$ cat src/ssr_cfg_pkg.sv
`default_nettype none

// register map and configuration address layout of the ssr subsystem
package ssr_cfg_pkg;

  // number of data mover lanes
  localparam int unsigned NumLanes = 2;

  // core register number, same width as an fp register index
  typedef logic [4:0] reg_num_t;

  // core register owned by each lane
  localparam reg_num_t ssr_regs [NumLanes] = '{5'd0, 5'd1};

  // configuration address, bit 3 picks the lane, bits 2:0 the register
  typedef logic [3:0] cfg_addr_t;

  // register offsets inside one lane
  localparam logic [2:0] CfgBase   = 3'd0;
  localparam logic [2:0] CfgStride = 3'd1;
  localparam logic [2:0] CfgCount  = 3'd2;
  // 1 selects a write stream
  localparam logic [2:0] CfgMode   = 3'd3;
  // write launches the stream, read returns busy
  localparam logic [2:0] CfgStart  = 3'd4;

endpackage

`default_nettype wire

$ cat src/ssr_data_pkg.sv
`default_nettype none

// data path widths and payload types
package ssr_data_pkg;

  localparam int unsigned DataWidth = 64;
  localparam int unsigned AddrWidth = 32;

  // one fp data word
  typedef logic [DataWidth-1:0] data_t;
  // byte address into lane memory
  typedef logic [AddrWidth-1:0] addr_t;

  // write beat on its way to memory
  typedef struct packed {
    addr_t addr;
    data_t data;
  } wr_beat_t;

endpackage

`default_nettype wire

$ cat src/ssr_cfg_regs.sv
`timescale 1ns/1ps
`default_nettype none

module ssr_cfg_regs
  import ssr_cfg_pkg::*;
  import ssr_data_pkg::*;
#(
  parameter int unsigned CountWidth = 16
) (
  input  logic                  clk_i,
  input  logic                  reset_i,
  // register port
  input  logic                  cfg_we_i,
  input  cfg_addr_t             cfg_addr_i,
  input  addr_t                 cfg_wdata_i,
  output addr_t                 cfg_rdata_o,
  // lane status
  input  logic                  busy_i       [NumLanes],
  // lane settings
  output addr_t                 base_o       [NumLanes],
  output addr_t                 stride_o     [NumLanes],
  output logic [CountWidth-1:0] count_o      [NumLanes],
  output logic                  write_mode_o [NumLanes],
  output logic                  start_o      [NumLanes]
);

  logic       lane_sel;
  logic [2:0] offset;
  // busy as seen by software, covers the start cycle too
  logic       lane_busy [NumLanes];

  assign lane_sel = cfg_addr_i[3];
  assign offset   = cfg_addr_i[2:0];

  always_comb begin
    for (int l = 0; l < NumLanes; l++) begin
      lane_busy[l] = busy_i[l] | start_o[l];
    end
  end

  always_ff @(posedge clk_i) begin
    if (reset_i) begin
      for (int l = 0; l < NumLanes; l++) begin
        base_o[l]       <= '0;
        stride_o[l]     <= '0;
        count_o[l]      <= '0;
        write_mode_o[l] <= 1'b0;
        start_o[l]      <= 1'b0;
      end
    end else begin
      // start is a single cycle pulse
      for (int l = 0; l < NumLanes; l++) begin
        start_o[l] <= 1'b0;
      end
      if (cfg_we_i) begin
        case (offset)
          CfgBase:   base_o[lane_sel]       <= cfg_wdata_i;
          CfgStride: stride_o[lane_sel]     <= cfg_wdata_i;
          CfgCount:  count_o[lane_sel]      <= cfg_wdata_i[CountWidth-1:0];
          CfgMode:   write_mode_o[lane_sel] <= cfg_wdata_i[0];
          // dropped while the lane still runs
          CfgStart:  start_o[lane_sel]      <= ~lane_busy[lane_sel];
          default: ;
        endcase
      end
    end
  end

  // readback, unused offsets read zero
  always_comb begin
    cfg_rdata_o = '0;
    case (offset)
      CfgBase:   cfg_rdata_o = base_o[lane_sel];
      CfgStride: cfg_rdata_o = stride_o[lane_sel];
      CfgCount:  cfg_rdata_o = addr_t'(count_o[lane_sel]);
      CfgMode:   cfg_rdata_o = addr_t'(write_mode_o[lane_sel]);
      CfgStart:  cfg_rdata_o = addr_t'(lane_busy[lane_sel]);
      default:   cfg_rdata_o = '0;
    endcase
  end

  // a lane must never be restarted in the middle of a stream
  for (genvar l = 0; l < NumLanes; l++) begin : g_start_chk
    a_no_restart: assert property (
      @(posedge clk_i) disable iff (reset_i) start_o[l] |-> !busy_i[l])
      else $error("ssr_cfg_regs: start on busy lane %0d", l);
  end

endmodule

`default_nettype wire

$ cat src/ssr_fifo.sv
`timescale 1ns/1ps
`default_nettype none

module ssr_fifo #(
  parameter int unsigned FifoDepth = 4,
  parameter type payload_t = logic [63:0]
) (
  input  logic                             clk_i,
  input  logic                             reset_i,
  input  logic                             push_i,
  input  payload_t                         data_i,
  input  logic                             pop_i,
  output payload_t                         data_o,
  output logic                             full_o,
  output logic                             empty_o,
  output logic [$clog2(FifoDepth+1)-1:0]   fill_o
);

  localparam int unsigned ptr_w  = (FifoDepth > 1) ? $clog2(FifoDepth) : 1;
  localparam int unsigned fill_w = $clog2(FifoDepth + 1);

  payload_t           mem_q [FifoDepth];
  logic [ptr_w-1:0]   wr_ptr_q;
  logic [ptr_w-1:0]   rd_ptr_q;
  logic [fill_w-1:0]  fill_q;

  // pointer step with wrap, depth need not be a power of two
  function automatic logic [ptr_w-1:0] next_ptr(input logic [ptr_w-1:0] ptr);
    if (ptr == ptr_w'(FifoDepth - 1)) begin
      return '0;
    end
    return ptr + 1'b1;
  endfunction

  always_ff @(posedge clk_i) begin
    if (reset_i) begin
      wr_ptr_q <= '0;
      rd_ptr_q <= '0;
      fill_q   <= '0;
    end else begin
      if (push_i) begin
        wr_ptr_q <= next_ptr(wr_ptr_q);
      end
      if (pop_i) begin
        rd_ptr_q <= next_ptr(rd_ptr_q);
      end
      // count only moves when exactly one side acts
      if (push_i && !pop_i) begin
        fill_q <= fill_q + 1'b1;
      end else if (pop_i && !push_i) begin
        fill_q <= fill_q - 1'b1;
      end
    end
  end

  // storage
  always_ff @(posedge clk_i) begin
    if (push_i) begin
      mem_q[wr_ptr_q] <= data_i;
    end
  end

  assign data_o  = mem_q[rd_ptr_q];
  assign fill_o  = fill_q;
  assign full_o  = (fill_q == fill_w'(FifoDepth));
  assign empty_o = (fill_q == '0);

  a_no_overflow: assert property (
    @(posedge clk_i) disable iff (reset_i) push_i |-> !full_o)
    else $error("ssr_fifo: push while full");

  a_no_underflow: assert property (
    @(posedge clk_i) disable iff (reset_i) pop_i |-> !empty_o)
    else $error("ssr_fifo: pop while empty");

endmodule

`default_nettype wire

$ cat src/ssr_lane.sv
`timescale 1ns/1ps
`default_nettype none

module ssr_lane
  import ssr_data_pkg::*;
#(
  parameter int unsigned FifoDepth  = 4,
  parameter int unsigned CountWidth = 16
) (
  input  logic                  clk_i,
  input  logic                  reset_i,
  // settings from the configuration block
  input  addr_t                 base_i,
  input  addr_t                 stride_i,
  input  logic [CountWidth-1:0] count_i,
  input  logic                  write_mode_i,
  input  logic                  start_i,
  // switch side
  input  logic                  lane_ready_i,
  input  logic                  lane_write_i,
  input  data_t                 lane_wdata_i,
  output logic                  lane_valid_o,
  output data_t                 lane_rdata_o,
  output logic                  busy_o,
  // memory side
  output logic                  mem_req_o,
  output logic                  mem_we_o,
  output addr_t                 mem_addr_o,
  output data_t                 mem_wdata_o,
  input  logic                  mem_gnt_i,
  input  logic                  mem_rvalid_i,
  input  data_t                 mem_rdata_i
);

  localparam int unsigned cnt_w = $clog2(FifoDepth + 1);

  // control state
  logic                  busy_q;
  logic                  mode_q;
  logic [CountWidth-1:0] req_left_q;
  logic [CountWidth-1:0] beat_left_q;
  logic [cnt_w-1:0]      outstanding_q;
  // address walk
  addr_t                 addr_q;
  addr_t                 stride_q;

  logic [cnt_w-1:0]      rd_fill;
  logic [cnt_w:0]        rd_in_use;
  logic                  rd_empty;
  logic                  rd_credit;
  logic                  rd_req;
  logic                  rd_fire;
  logic                  rd_pop;
  logic                  wr_full;
  logic                  wr_empty;
  logic                  wr_req;
  logic                  wr_fire;
  logic                  wr_push;
  wr_beat_t              wr_beat;
  wr_beat_t              wr_head;

  // words in flight plus words held must stay below depth
  assign rd_in_use = {1'b0, outstanding_q} + {1'b0, rd_fill};
  assign rd_credit = rd_in_use < (cnt_w + 1)'(FifoDepth);
  assign rd_req    = busy_q && !mode_q && (req_left_q != '0) && rd_credit;
  assign rd_fire   = rd_req && mem_gnt_i;
  // core consumes a prefetched word
  assign rd_pop    = busy_q && !mode_q && lane_ready_i && !lane_write_i;

  // core hands over a beat, paired with the next address
  assign wr_push   = busy_q && mode_q && lane_ready_i && lane_write_i;
  assign wr_req    = busy_q && mode_q && !wr_empty;
  assign wr_fire   = wr_req && mem_gnt_i;
  assign wr_beat   = '{addr: addr_q, data: lane_wdata_i};

  always_ff @(posedge clk_i) begin
    if (reset_i) begin
      busy_q        <= 1'b0;
      mode_q        <= 1'b0;
      req_left_q    <= '0;
      beat_left_q   <= '0;
      outstanding_q <= '0;
    end else begin
      // zero length streams never go busy
      if (start_i && !busy_q && (count_i != '0)) begin
        busy_q      <= 1'b1;
        mode_q      <= write_mode_i;
        req_left_q  <= count_i;
        beat_left_q <= count_i;
      end else if (busy_q) begin
        if (rd_fire || wr_push) begin
          req_left_q <= req_left_q - 1'b1;
        end
        // a beat is done once consumed (read) or granted (write)
        if (rd_pop || wr_fire) begin
          beat_left_q <= beat_left_q - 1'b1;
          if (beat_left_q == CountWidth'(1)) begin
            busy_q <= 1'b0;
          end
        end
      end
      // reads in flight
      if (rd_fire && !mem_rvalid_i) begin
        outstanding_q <= outstanding_q + 1'b1;
      end else if (mem_rvalid_i && !rd_fire) begin
        outstanding_q <= outstanding_q - 1'b1;
      end
    end
  end

  always_ff @(posedge clk_i) begin
    if (start_i && !busy_q) begin
      addr_q   <= base_i;
      stride_q <= stride_i;
    end else if (rd_fire || wr_push) begin
      addr_q <= addr_q + stride_q;
    end
  end

  // prefetched read words
  ssr_fifo #(
    .FifoDepth (FifoDepth),
    .payload_t (data_t)
  ) i_rd_fifo (
    .clk_i   (clk_i),
    .reset_i (reset_i),
    .push_i  (mem_rvalid_i),
    .data_i  (mem_rdata_i),
    .pop_i   (rd_pop),
    .data_o  (lane_rdata_o),
    .full_o  (),
    .empty_o (rd_empty),
    .fill_o  (rd_fill)
  );

  // address and data pairs waiting for a grant
  ssr_fifo #(
    .FifoDepth (FifoDepth),
    .payload_t (wr_beat_t)
  ) i_wr_fifo (
    .clk_i   (clk_i),
    .reset_i (reset_i),
    .push_i  (wr_push),
    .data_i  (wr_beat),
    .pop_i   (wr_fire),
    .data_o  (wr_head),
    .full_o  (wr_full),
    .empty_o (wr_empty),
    .fill_o  ()
  );

  // write mode: room for a beat and beats still to accept
  assign lane_valid_o = mode_q ? (busy_q && (req_left_q != '0) && !wr_full) : !rd_empty;
  assign busy_o       = busy_q;
  assign mem_req_o    = rd_req || wr_req;
  assign mem_we_o     = busy_q && mode_q;
  assign mem_addr_o   = mode_q ? wr_head.addr : addr_q;
  assign mem_wdata_o  = wr_head.data;

  // read data only comes back for a granted request
  a_rvalid_credit: assert property (
    @(posedge clk_i) disable iff (reset_i) mem_rvalid_i |-> (outstanding_q != '0))
    else $error("ssr_lane: read data without outstanding request");

  // the port the core uses has to match the programmed direction
  a_dir_match: assert property (
    @(posedge clk_i) disable iff (reset_i) lane_ready_i |-> (lane_write_i == write_mode_i))
    else $error("ssr_lane: access direction differs from lane mode");

endmodule

`default_nettype wire

$ cat src/ssr_switch.sv
`timescale 1ns/1ps
`default_nettype none

module ssr_switch
  import ssr_cfg_pkg::*;
  import ssr_data_pkg::*;
(
  input  logic     clk_i,
  input  logic     reset_i,
  // core read ports
  input  reg_num_t ssr_raddr_i  [3],
  output data_t    ssr_rdata_o  [3],
  input  logic     ssr_rvalid_i [3],
  output logic     ssr_rready_o [3],
  input  logic     ssr_rdone_i  [3],
  // core write port
  input  reg_num_t ssr_waddr_i,
  input  data_t    ssr_wdata_i,
  input  logic     ssr_wvalid_i,
  output logic     ssr_wready_o,
  input  logic     ssr_wdone_i,
  // lane side
  input  data_t    lane_rdata_i [NumLanes],
  output data_t    lane_wdata_o [NumLanes],
  output logic     lane_write_o [NumLanes],
  input  logic     lane_valid_i [NumLanes],
  output logic     lane_ready_o [NumLanes]
);

  localparam int unsigned num_rd = 3;
  localparam int unsigned num_in = num_rd + 1;

  // all core ports merged into one list, write port last
  reg_num_t port_addr  [num_in];
  data_t    port_wdata [num_in];
  logic     port_valid [num_in];
  logic     port_done  [num_in];
  logic     port_write [num_in];
  data_t    port_rdata [num_in];
  logic     port_ready [num_in];
  // port i addresses lane o
  logic [num_in-1:0] hit [NumLanes];

  always_comb begin
    for (int i = 0; i < num_rd; i++) begin
      port_addr[i]    = ssr_raddr_i[i];
      port_wdata[i]   = '0;
      port_valid[i]   = ssr_rvalid_i[i];
      port_done[i]    = ssr_rdone_i[i];
      port_write[i]   = 1'b0;
      ssr_rdata_o[i]  = port_rdata[i];
      ssr_rready_o[i] = port_ready[i];
    end
    port_addr[num_rd]  = ssr_waddr_i;
    port_wdata[num_rd] = ssr_wdata_i;
    port_valid[num_rd] = ssr_wvalid_i;
    port_done[num_rd]  = ssr_wdone_i;
    port_write[num_rd] = 1'b1;
    ssr_wready_o       = port_ready[num_rd];
  end

  // address compare against the fixed register map
  always_comb begin
    for (int o = 0; o < NumLanes; o++) begin
      for (int i = 0; i < num_in; i++) begin
        hit[o][i] = port_valid[i] && (port_addr[i] == ssr_regs[o]);
      end
    end
  end

  // crossbar, unmatched ports and idle lanes stay low
  always_comb begin
    for (int o = 0; o < NumLanes; o++) begin
      lane_ready_o[o] = 1'b0;
      lane_write_o[o] = 1'b0;
      lane_wdata_o[o] = '0;
    end
    for (int i = 0; i < num_in; i++) begin
      port_rdata[i] = '0;
      port_ready[i] = 1'b0;
    end
    for (int o = 0; o < NumLanes; o++) begin
      for (int i = 0; i < num_in; i++) begin
        if (hit[o][i]) begin
          lane_ready_o[o] = port_done[i];
          lane_write_o[o] = port_write[i];
          lane_wdata_o[o] = port_wdata[i];
          port_rdata[i]   = lane_rdata_i[o];
          port_ready[i]   = lane_valid_i[o];
        end
      end
    end
  end

  // the core must never aim two ports at the same lane
  for (genvar o = 0; o < NumLanes; o++) begin : g_lane_chk
    a_single_port: assert property (
      @(posedge clk_i) disable iff (reset_i) $onehot0(hit[o]))
      else $error("ssr_switch: several ports select lane %0d", o);
  end

endmodule

`default_nettype wire

$ cat src/ssr_top.sv
`timescale 1ns/1ps
`default_nettype none

module ssr_top
  import ssr_cfg_pkg::*;
  import ssr_data_pkg::*;
#(
  parameter int unsigned FifoDepth  = 4,
  parameter int unsigned CountWidth = 16
) (
  input  logic      clk_i,
  input  logic      reset_i,
  // core read ports
  input  reg_num_t  ssr_raddr_i  [3],
  output data_t     ssr_rdata_o  [3],
  input  logic      ssr_rvalid_i [3],
  output logic      ssr_rready_o [3],
  input  logic      ssr_rdone_i  [3],
  // core write port
  input  reg_num_t  ssr_waddr_i,
  input  data_t     ssr_wdata_i,
  input  logic      ssr_wvalid_i,
  output logic      ssr_wready_o,
  input  logic      ssr_wdone_i,
  // configuration port
  input  logic      cfg_we_i,
  input  cfg_addr_t cfg_addr_i,
  input  addr_t     cfg_wdata_i,
  output addr_t     cfg_rdata_o,
  // one memory port per lane
  output logic      mem_req_o    [NumLanes],
  output logic      mem_we_o     [NumLanes],
  output addr_t     mem_addr_o   [NumLanes],
  output data_t     mem_wdata_o  [NumLanes],
  input  logic      mem_gnt_i    [NumLanes],
  input  logic      mem_rvalid_i [NumLanes],
  input  data_t     mem_rdata_i  [NumLanes]
);

  // switch to lane
  data_t                 lane_rdata [NumLanes];
  data_t                 lane_wdata [NumLanes];
  logic                  lane_write [NumLanes];
  logic                  lane_valid [NumLanes];
  logic                  lane_ready [NumLanes];
  // configuration to lane
  addr_t                 base       [NumLanes];
  addr_t                 stride     [NumLanes];
  logic [CountWidth-1:0] count      [NumLanes];
  logic                  write_mode [NumLanes];
  logic                  start      [NumLanes];
  logic                  busy       [NumLanes];

  ssr_switch i_switch (
    .clk_i, .reset_i,
    .ssr_raddr_i, .ssr_rdata_o, .ssr_rvalid_i, .ssr_rready_o, .ssr_rdone_i,
    .ssr_waddr_i, .ssr_wdata_i, .ssr_wvalid_i, .ssr_wready_o, .ssr_wdone_i,
    .lane_rdata_i (lane_rdata),
    .lane_wdata_o (lane_wdata),
    .lane_write_o (lane_write),
    .lane_valid_i (lane_valid),
    .lane_ready_o (lane_ready)
  );

  ssr_cfg_regs #(.CountWidth(CountWidth)) i_cfg_regs (
    .clk_i, .reset_i, .cfg_we_i, .cfg_addr_i, .cfg_wdata_i, .cfg_rdata_o,
    .busy_i       (busy),
    .base_o       (base),
    .stride_o     (stride),
    .count_o      (count),
    .write_mode_o (write_mode),
    .start_o      (start)
  );

  for (genvar l = 0; l < NumLanes; l++) begin : g_lane
    ssr_lane #(.FifoDepth(FifoDepth), .CountWidth(CountWidth)) i_lane (
      .clk_i, .reset_i,
      .base_i       (base[l]),
      .stride_i     (stride[l]),
      .count_i      (count[l]),
      .write_mode_i (write_mode[l]),
      .start_i      (start[l]),
      .lane_ready_i (lane_ready[l]),
      .lane_write_i (lane_write[l]),
      .lane_wdata_i (lane_wdata[l]),
      .lane_valid_o (lane_valid[l]),
      .lane_rdata_o (lane_rdata[l]),
      .busy_o       (busy[l]),
      .mem_req_o    (mem_req_o[l]),
      .mem_we_o     (mem_we_o[l]),
      .mem_addr_o   (mem_addr_o[l]),
      .mem_wdata_o  (mem_wdata_o[l]),
      .mem_gnt_i    (mem_gnt_i[l]),
      .mem_rvalid_i (mem_rvalid_i[l]),
      .mem_rdata_i  (mem_rdata_i[l])
    );
  end

endmodule

`default_nettype wire

$ cat config.mk
export PLATFORM = sky130hd
export DESIGN_NAME = ssr_top
export DESIGN_NICKNAME = d
export VERILOG_FILES = /design/src/ssr_cfg_pkg.sv /design/src/ssr_data_pkg.sv /design/src/ssr_cfg_regs.sv /design/src/ssr_fifo.sv /design/src/ssr_lane.sv /design/src/ssr_switch.sv /design/src/ssr_top.sv
export SDC_FILE = /design/constraint.sdc
export NUM_CORES = 2
export LEC_CHECK = 0
export ABC_AREA = 0
export BUFFER_PORTS_ARGS = -buffer_cell sky130_fd_sc_hd__buf_2
export CELL_PAD_IN_SITES_DETAIL_PLACEMENT = 0
export CELL_PAD_IN_SITES_GLOBAL_PLACEMENT = 1
export CORE_ASPECT_RATIO = 0.8
export CORE_MARGIN = 2
export CORE_UTILIZATION = 35
export CTS_BUF_LIST = sky130_fd_sc_hd__clkbuf_16
export CTS_CLUSTER_SIZE = 20
export DETAILED_ROUTE_END_ITERATION = 12
export PLACE_DENSITY_LB_ADDON = 0.1
export SLEW_MARGIN = 20
export SYNTH_ARGS = -nofsm -noshare
export SYNTH_HDL_FRONTEND = slang
export SYNTH_SLANG_ARGS = --single-unit
$ cat constraint.sdc
create_clock -name clk_i -period 5.7 [get_ports clk_i]
set_input_delay 0.57 -clock clk_i [delete_from_list [all_inputs] [get_ports clk_i]]
set_output_delay 0.57 -clock clk_i [all_outputs]
set_load 0.01 [all_outputs]
## Word level (Yosys, flattened, before mapping)

Memory sizes are Yosys's and may differ from the RTL's. A register that Yosys moved wholly into a read port is not among the register bits.
Index checks and enable logic that the tools add are counted.

- Memory bits (writable): 1,280
- ROM bits: 0
- Bits in registers: 394
- Memories: 4
- Latch bits: 0
- Input port bits: 263
- Logic and storage cells: 362
- Output and inout bits: 424

Memories:

| name | words | width | read ports | clocked after memory_dff | wr ports | RTL line | source |
|---|---|---|---|---|---|---|---|
| g_lane[0].i_lane.i_wr_fifo.mem_q | 4 | 96 | 1 | 1 | 1 | ssr_fifo.sv:22 | `payload_t mem_q [FifoDepth];` |
| g_lane[1].i_lane.i_wr_fifo.mem_q | 4 | 96 | 1 | 1 | 1 | ssr_fifo.sv:22 |  |
| g_lane[0].i_lane.i_rd_fifo.mem_q | 4 | 64 | 1 | 1 | 1 | ssr_fifo.sv:22 |  |
| g_lane[1].i_lane.i_rd_fifo.mem_q | 4 | 64 | 1 | 1 | 1 | ssr_fifo.sv:22 |  |

- Muxes and demuxes: 148
- Shifts and indexed selects: 0
- Equality and inequality tests: 20
- Reduce and logical (&&, ||, !) cells: 115
- $add $sub $neg: 28
- Magnitude comparators: 4
- Multiply operators: 0
- Bitwise operators: 7
- Divide/modulo/power cells: 0

Operator list:

| cell | number |
|---|---|
| 64-bit two-way mux | 8 |
| 32-bit two-way mux | 13 |
| 16-bit two-way mux | 16 |
| 32-bit one-hot mux with 5 select lines | 1 |
| 64-bit bitwise mux | 2 |
| 1-bit two-way mux | 67 |
| 32-bit adder | 2 |
| 16-bit nonzero test | 4 |
| 16-bit by 1-bit subtractor with 16-bit output (second input constant) | 4 |
| 1-bit logical AND | 51 |
| 2-bit two-way mux | 24 |
| 3-bit two-way mux | 12 |
| 32-bit bitwise mux | 1 |
| 32-bit demux with 1-bit select | 1 |
| 16-bit by 1-bit equality test with 1-bit output (second input constant) | 2 |
| 2-bit nonzero test | 14 |
| 1-bit zero test | 22 |
| 5-bit by 1-bit equality test with 1-bit output (second input constant) | 4 |
| 5-bit zero test | 4 |
| 3-bit by 1-bit adder with 3-bit output (second input constant) | 6 |
| 3-bit by 1-bit subtractor with 3-bit output (second input constant) | 6 |
| 2-bit by 1-bit adder with 2-bit output (second input constant) | 8 |
| 16-bit demux with 1-bit select | 1 |
| 2-bit equality test (second input constant) | 8 |
| 17 further kinds | 41 |

## Depth between registers and ports, before layout

- Depth after elaboration: 13
- Depth in mapped cells: 12

## Cells and area by module

Synthesis repeated with hierarchy kept, for this count alone.

- Cell total of the unflattened synthesis: 4,699
- Area, all modules: 72,560.8 um^2

By module, submodules not included:

| module | times used | area an instance (um^2) | sequential area each (um^2) | cells each |
|---|---|---|---|---|
| ssr_fifo (g_lane[0].i_lane.i_wr_fifo ...) | 2 | 14,298.7 | 11,711.2 | 546 |
| ssr_fifo (g_lane[0].i_lane.i_rd_fifo ...) | 2 | 9,750.6 | 7,867.5 | 378 |
| ssr_cfg_regs | 1 | 7,532.2 | 3,283.1 | 912 |
| ssr_lane (g_lane[0].i_lane) | 1 | 6,715.2 | 2,662.6 | 713 |
| ssr_lane (g_lane[1].i_lane) | 1 | 6,620.1 | 2,662.6 | 688 |
| ssr_switch | 1 | 3,594.7 | 0.0 | 538 |

## Worst setup path before layout

OpenSTA, ideal clock, no wires.

- Kind: input to register
- Start: input ssr_waddr_i[1]
- End: memory g_lane[1].i_lane.i_wr_fifo.mem_q[1][0] (netlist bit) (enable)
- Required time: 5.234 ns
- Path buffers: 1
- Arrival time: 4.140 ns
- Slack: 1.095 ns
- Cell stages on the path: 5
- Path through: or4_1 > nor3_2 > and3_1 > clkbuf_1 > and2_1

- Word-level cells in the longest chain between the ends: 7
- Elaborated cells between the ends (all ways): 8
- Classes of those cells: eq/ne (1); mux (4); reduce/logical (3)

RTL lines:

| what | RTL line | source |
|---|---|---|
| start, declared | ssr_top.sv:20 | `input reg_num_t ssr_waddr_i,` |
| 5-bit by 1-bit equality test with 1-bit output * | ssr_switch.sv:66 | `hit[o][i] = port_valid[i] && (port_addr[i] == ssr_regs[o]);` |
| 1-bit logical AND * | ssr_switch.sv:66 |  |
| 1-bit two-way mux | ssr_switch.sv:84 | `if (hit[o][i]) begin` |
| 1-bit logical AND | ssr_lane.sv:71 | `assign wr_push = busy_q && mode_q && lane_ready_i && lane_write_i;` |
| 1-bit logical AND * | ssr_lane.sv:71 |  |
| named net g_lane[1].i_lane.i_wr_fifo.push_i | ssr_fifo.sv:10 | `input logic push_i,` |
| 1-bit two-way mux * | ssr_fifo.sv:58 | `if (push_i) begin` |
| 1-bit two-way mux (implied by the code) * | ssr_fifo.sv:59 | `mem_q[wr_ptr_q] <= data_i;` |
| end, declared | ssr_fifo.sv:22 |  |

The timed path passes the listed nets; every way through them passes the cells marked *.

## Worst setup path in the final report

- Start: register g_lane[1].i_lane.req_left_q[0]
- End: output ssr_wready_o

- Word-level cells in the longest chain between the ends: 5

RTL lines:

| what | RTL line | source |
|---|---|---|
| start, declared | ssr_lane.sv:40 | `logic [CountWidth-1:0] req_left_q;` |
| start signal, assigned | ssr_lane.sv:88 | `req_left_q <= count_i;` |
| start signal, assigned | ssr_lane.sv:92 | `req_left_q <= req_left_q - 1'b1;` |
| 16-bit nonzero test | ssr_lane.sv:153 | `assign lane_valid_o = mode_q ? (busy_q && (req_left_q != '0) && !wr_full) : !rd_empty;` |
| 1-bit logical AND (2 in a row) | ssr_lane.sv:153 |  |
| 1-bit two-way mux | ssr_lane.sv:153 |  |
| 1-bit two-way mux | ssr_switch.sv:84 |  |
| end, declared | ssr_top.sv:23 | `output logic ssr_wready_o,` |

No other way between the ends.

==> key figures <==
Status
  • Outcome: finished, final reports clean

Clock tree
  • Post_cts resized: 0
  • Root Driver: clkbuf_16
  • H-Tree Depth: 4
  • Clock buffer depth: 3
  • CTS clk-pin slew, worst paths: 0.06 ns
  • Worst-Skew Late Latency: 0.81 ns
  • Sink Count: 1,682
  • Post-CTS setup buffers: 0
  • CTS tree: yes
  • Cts bufs inserted: 181

Detailed routing
  • Vias: 44,406
  • Drt pass-1 iters: 5
  • Final routed DRC violation total: 0
  • Final wirelength: 222 mm
  • Drt initial violations: 3,768
  • ANT nets after route: 0
  • Via density: 5.24
  • WL per Instance: 26.1 um

Synthesis
  • EDFF count, synth: 1,408
  • Prevailing post-synth register cell: edfxtp_1
  • Synth Cell Area: 70,900 um^2
  • Largest area contributor in the netlist: edfxtp_1
  • Fraction of the mapped netlist area in simple logic gates: 0.0847
  • Fraction of the mapped netlist area in compound gates: 0.0649
  • Net Count, Synth: 5,202
  • Proportion of netlist area held by the largest area contributor: 0.596
  • Post-Synth XOR/XNOR Area: 0.00716
  • Synth warn: 0
  • Largest family of logic cells by synthesized area: multiplexers
  • Adder-cell area share of the yosys netlist: 0.0195
  • Syn_area_per_cell: 14.7 um^2
  • Distinct cells, synth: 83
  • Post-synthesis mux area share: 0.132
  • Register area share after synthesis: 0.673
  • Synth top area cells: edfxtp_1, mux4_2, dfxtp_1, nand2_1, a21oi_1
  • Ys async rst share: 0
  • Yosys reg bits: 1,682
  • Syn Inst Count: 4,833

Timing
  • WHS: 0.0730 ns
  • Setup Skew: 0.0606 ns
  • Final Max Tran Viols: 0
  • Final min period: 4.33 ns
  • Fin Setup TNS: 0 ns
  • Slew headroom: 0.330
  • Actual slew at the worst max-slew pin: 1.00 ns
  • Final setup fails: 0
  • Max Clock Freq: 231 MHz
  • Crit share post-route: 0.760
  • RSZ-0062 raised after global routing: no
  • Final hold violations: 0

Hold path
  • Hold Crit Class: in2reg
  • Hold Path End: i_cfg_regs.stride_o[54]
  • HP Start: cfg_wdata_i[22]
  • Hold Crit Depth: 3

Worst setup path
  • Register-to-register setup slack: 1.84 ns
  • Arrival time at the worst endpoint: 3.76 ns
  • Launching point of the worst reg2reg path: g_lane[0].i_lane.addr_q[0]
  • Reg2reg end: g_lane[0].i_lane.addr_q[28]
  • Crit. End Element: primary output
  • Worst setup path class: reg2out
  • Reg2Reg Depth: 11
  • Crit path max fanout: 5
  • WP data required: 5.13 ns
  • CP Launch Type: flip-flop

Global route
  • Initial antenna violation count: 32
  • Largest net degree at the start of global routing: 97
  • Gr ovfl total: 0
  • First-pass GRT wire length: 318 mm
  • Vias in the first global route: 44,070
  • All-Layer GR Usage: 0.210

Die
  • Die width: 507 um
  • Initial Util: 0.353
  • # IOs: 687
  • Die area: 206,000 um^2
  • Placeable core area: 201,000 um^2
  • Floorplan row count: 147
  • Chip height: 407 um

Placed design
  • Port buffer count: 686
  • GPL Wtd Cong: 0.863
  • DP Wirelength: 151 mm

Power
  • Tot Pwr: 26.2 mW
  • VDD IR max: 0.225 mV
  • Pleak: 29.7 nW
  • PwrDens: 309 nW/um^2

Final layout
  • FF/Latch Area: 47,800 um^2
  • Commonest non-fill, non-tap cells in the layout: edfxtp_1, nand2_1, buf_2
  • Final Util: 0.422
  • Final nets: 6,004
  • Multi-input gate area in the final layout: 22,000 um^2
  • Most common cell after layout, fill and taps aside: edfxtp_1
  • Synth-to-Final Area Change: 19.7%
  • Ratio of cells with drive above 1 in the final layout: 0.258
  • FILL cells: 18,502

Job
  • Max-Cap Viols: 0
-- per-layer routing --
layer,part of all wire,up-vias,GRT usage
met5,0.00089,-,0
met4,0.023,34,0.0501
met3,0.052,294,0.0374
met1,0.44,22749,0.292
met2,0.48,1251,0.343
li1,-,20078,-
-- per-stage QoR --
step                cells  instance area [um^2]  worst slack [ns]
finish               8481                 84900              1.37
CTS                  8471                 84900              1.26
global route         8479                 84900              1.10
floorplan            4833                 70900              1.09
detailed placement   7997                 77500              1.80
global placement     7997                 77500              1.80
-- worst max-delay path, stage by stage (launching register included) --
cell	delay, ns
dfxtp_1	0.34
inv_1	0.07
ha_1	0.17
or4b_2	0.66
nor4_1	0.41
nand2_1	0.12
a31oi_1	0.76
a2111oi_0	0.28
buf_2	0.20
-- logic make-up (layout without fill, tap and decap cells) --
group                    after synthesis  count (layout)
flip-flops                          1682            1682
other                                  0              10
adder cells (fa/ha/maj)              106             106
AND/OR/NAND/NOR                     1335            1335
XOR/XNOR                              58              58
buffers and inverters                334            1290
AO/OA/AOI/OAI                        787             787
multiplexers                         531             531
-- how the worst max path moves through the flow --
stage                                    from                                endpoint  slack, ns
6_report       g_lane[1].i_lane.req_left_q[0]                            ssr_wready_o       1.37
3_5_place_dp                   ssr_waddr_i[1]        g_lane[0].i_lane.beat_left_q[11]       1.80
3_3_place_gp                   ssr_waddr_i[1]        g_lane[0].i_lane.beat_left_q[11]       1.80
2_1_floorplan                  ssr_waddr_i[1]  g_lane[1].i_lane.i_wr_fifo.mem_q[1][0]       1.09
5_1_grt        g_lane[1].i_lane.req_left_q[0]                            ssr_wready_o       1.10
4_1_cts        g_lane[1].i_lane.req_left_q[0]                            ssr_wready_o       1.26
-- area by class of cell --
cell class                 instances  share of cell area
clock inverter                   152              0.0157
inverter                          54             0.00239
clock buffer                     185              0.0545
antenna                           10            0.000295
tap                             2682              0.0395
timing repair buffer             899              0.0653
sequential                      1682               0.563
multi-input combinational       2817               0.259
-- sequential cells by signal, indices dropped and copies added, names as in the netlist, 4 cells and up, named ones only --
name / count
g_lane.i_lane.i_wr_fifo.wr_ptr_q: 4
i_cfg_regs.base_o: 64
g_lane.i_lane.beat_left_q: 32
g_lane.i_lane.i_rd_fifo.rd_ptr_q: 4
g_lane.i_lane.stride_q: 64
g_lane.i_lane.i_rd_fifo.mem_q: 512
g_lane.i_lane.i_rd_fifo.fill_o: 6
g_lane.i_lane.i_wr_fifo.rd_ptr_q: 4
g_lane.i_lane.addr_q: 64
g_lane.i_lane.i_wr_fifo.fill_o: 6
g_lane.i_lane.outstanding_q: 6
g_lane.i_lane.req_left_q: 32
i_cfg_regs.stride_o: 64
g_lane.i_lane.i_wr_fifo.mem_q: 768
i_cfg_regs.count_o: 32
g_lane.i_lane.i_rd_fifo.wr_ptr_q: 4
-- timing repair --
item                                   4_1_cts  5_1_grt
setup endpoints to repair                    0        0
endpoints found under the hold margin      542        0
hold buffers                               137        0
-- synth_stat cells, types with 5 or more instances --
| library cell | n |
|---|---|
| nor2_1 | 250 |
| o31ai_1 | 12 |
| a311oi_1 | 6 |
| nand3b_1 | 5 |
| mux2i_1 | 149 |
| nor3b_1 | 9 |
| a31oi_1 | 38 |
| nand2_1 | 713 |
| nor4_1 | 21 |
| mux2_2 | 62 |
| nor2b_1 | 8 |
| nand2b_1 | 16 |
| o21a_1 | 12 |
| buf_2 | 5 |
| a21oi_1 | 434 |
| a31o_2 | 5 |
| o22ai_1 | 18 |
| o211ai_1 | 19 |
| xor2_1 | 31 |
| a211oi_1 | 51 |
| nand3_1 | 23 |
| fa_1 | 8 |
| mux4_2 | 320 |
| edfxtp_1 | 1408 |
| o21ai_0 | 105 |
| clkbuf_1 | 217 |
| buf_1 | 54 |
| o21bai_1 | 9 |
| nand4_1 | 8 |
| and3_1 | 12 |
| inv_1 | 54 |
| or2_2 | 8 |
| xnor2_1 | 27 |
| dfxtp_1 | 274 |
| ha_1 | 98 |
| or3_1 | 34 |
| o311ai_0 | 14 |
| or4_1 | 14 |
| nor3_1 | 30 |
| and2_1 | 151 |
| or3_2 | 5 |
| a21o_1 | 24 |
-- power by group --
part | internal [mW] | switching, mW | leakage, nW | total (mW)
Clock | 6.66 | 5.08 | 3.03 | 11.7
Combinational | 0.370 | 0.666 | 11.7 | 1.04
Sequential | 13.4 | 0.0683 | 15.0 | 13.5
Total | 20.4 | 5.82 | 29.7 | 26.2
No activity file was read; power rests on OpenSTA's default activity.
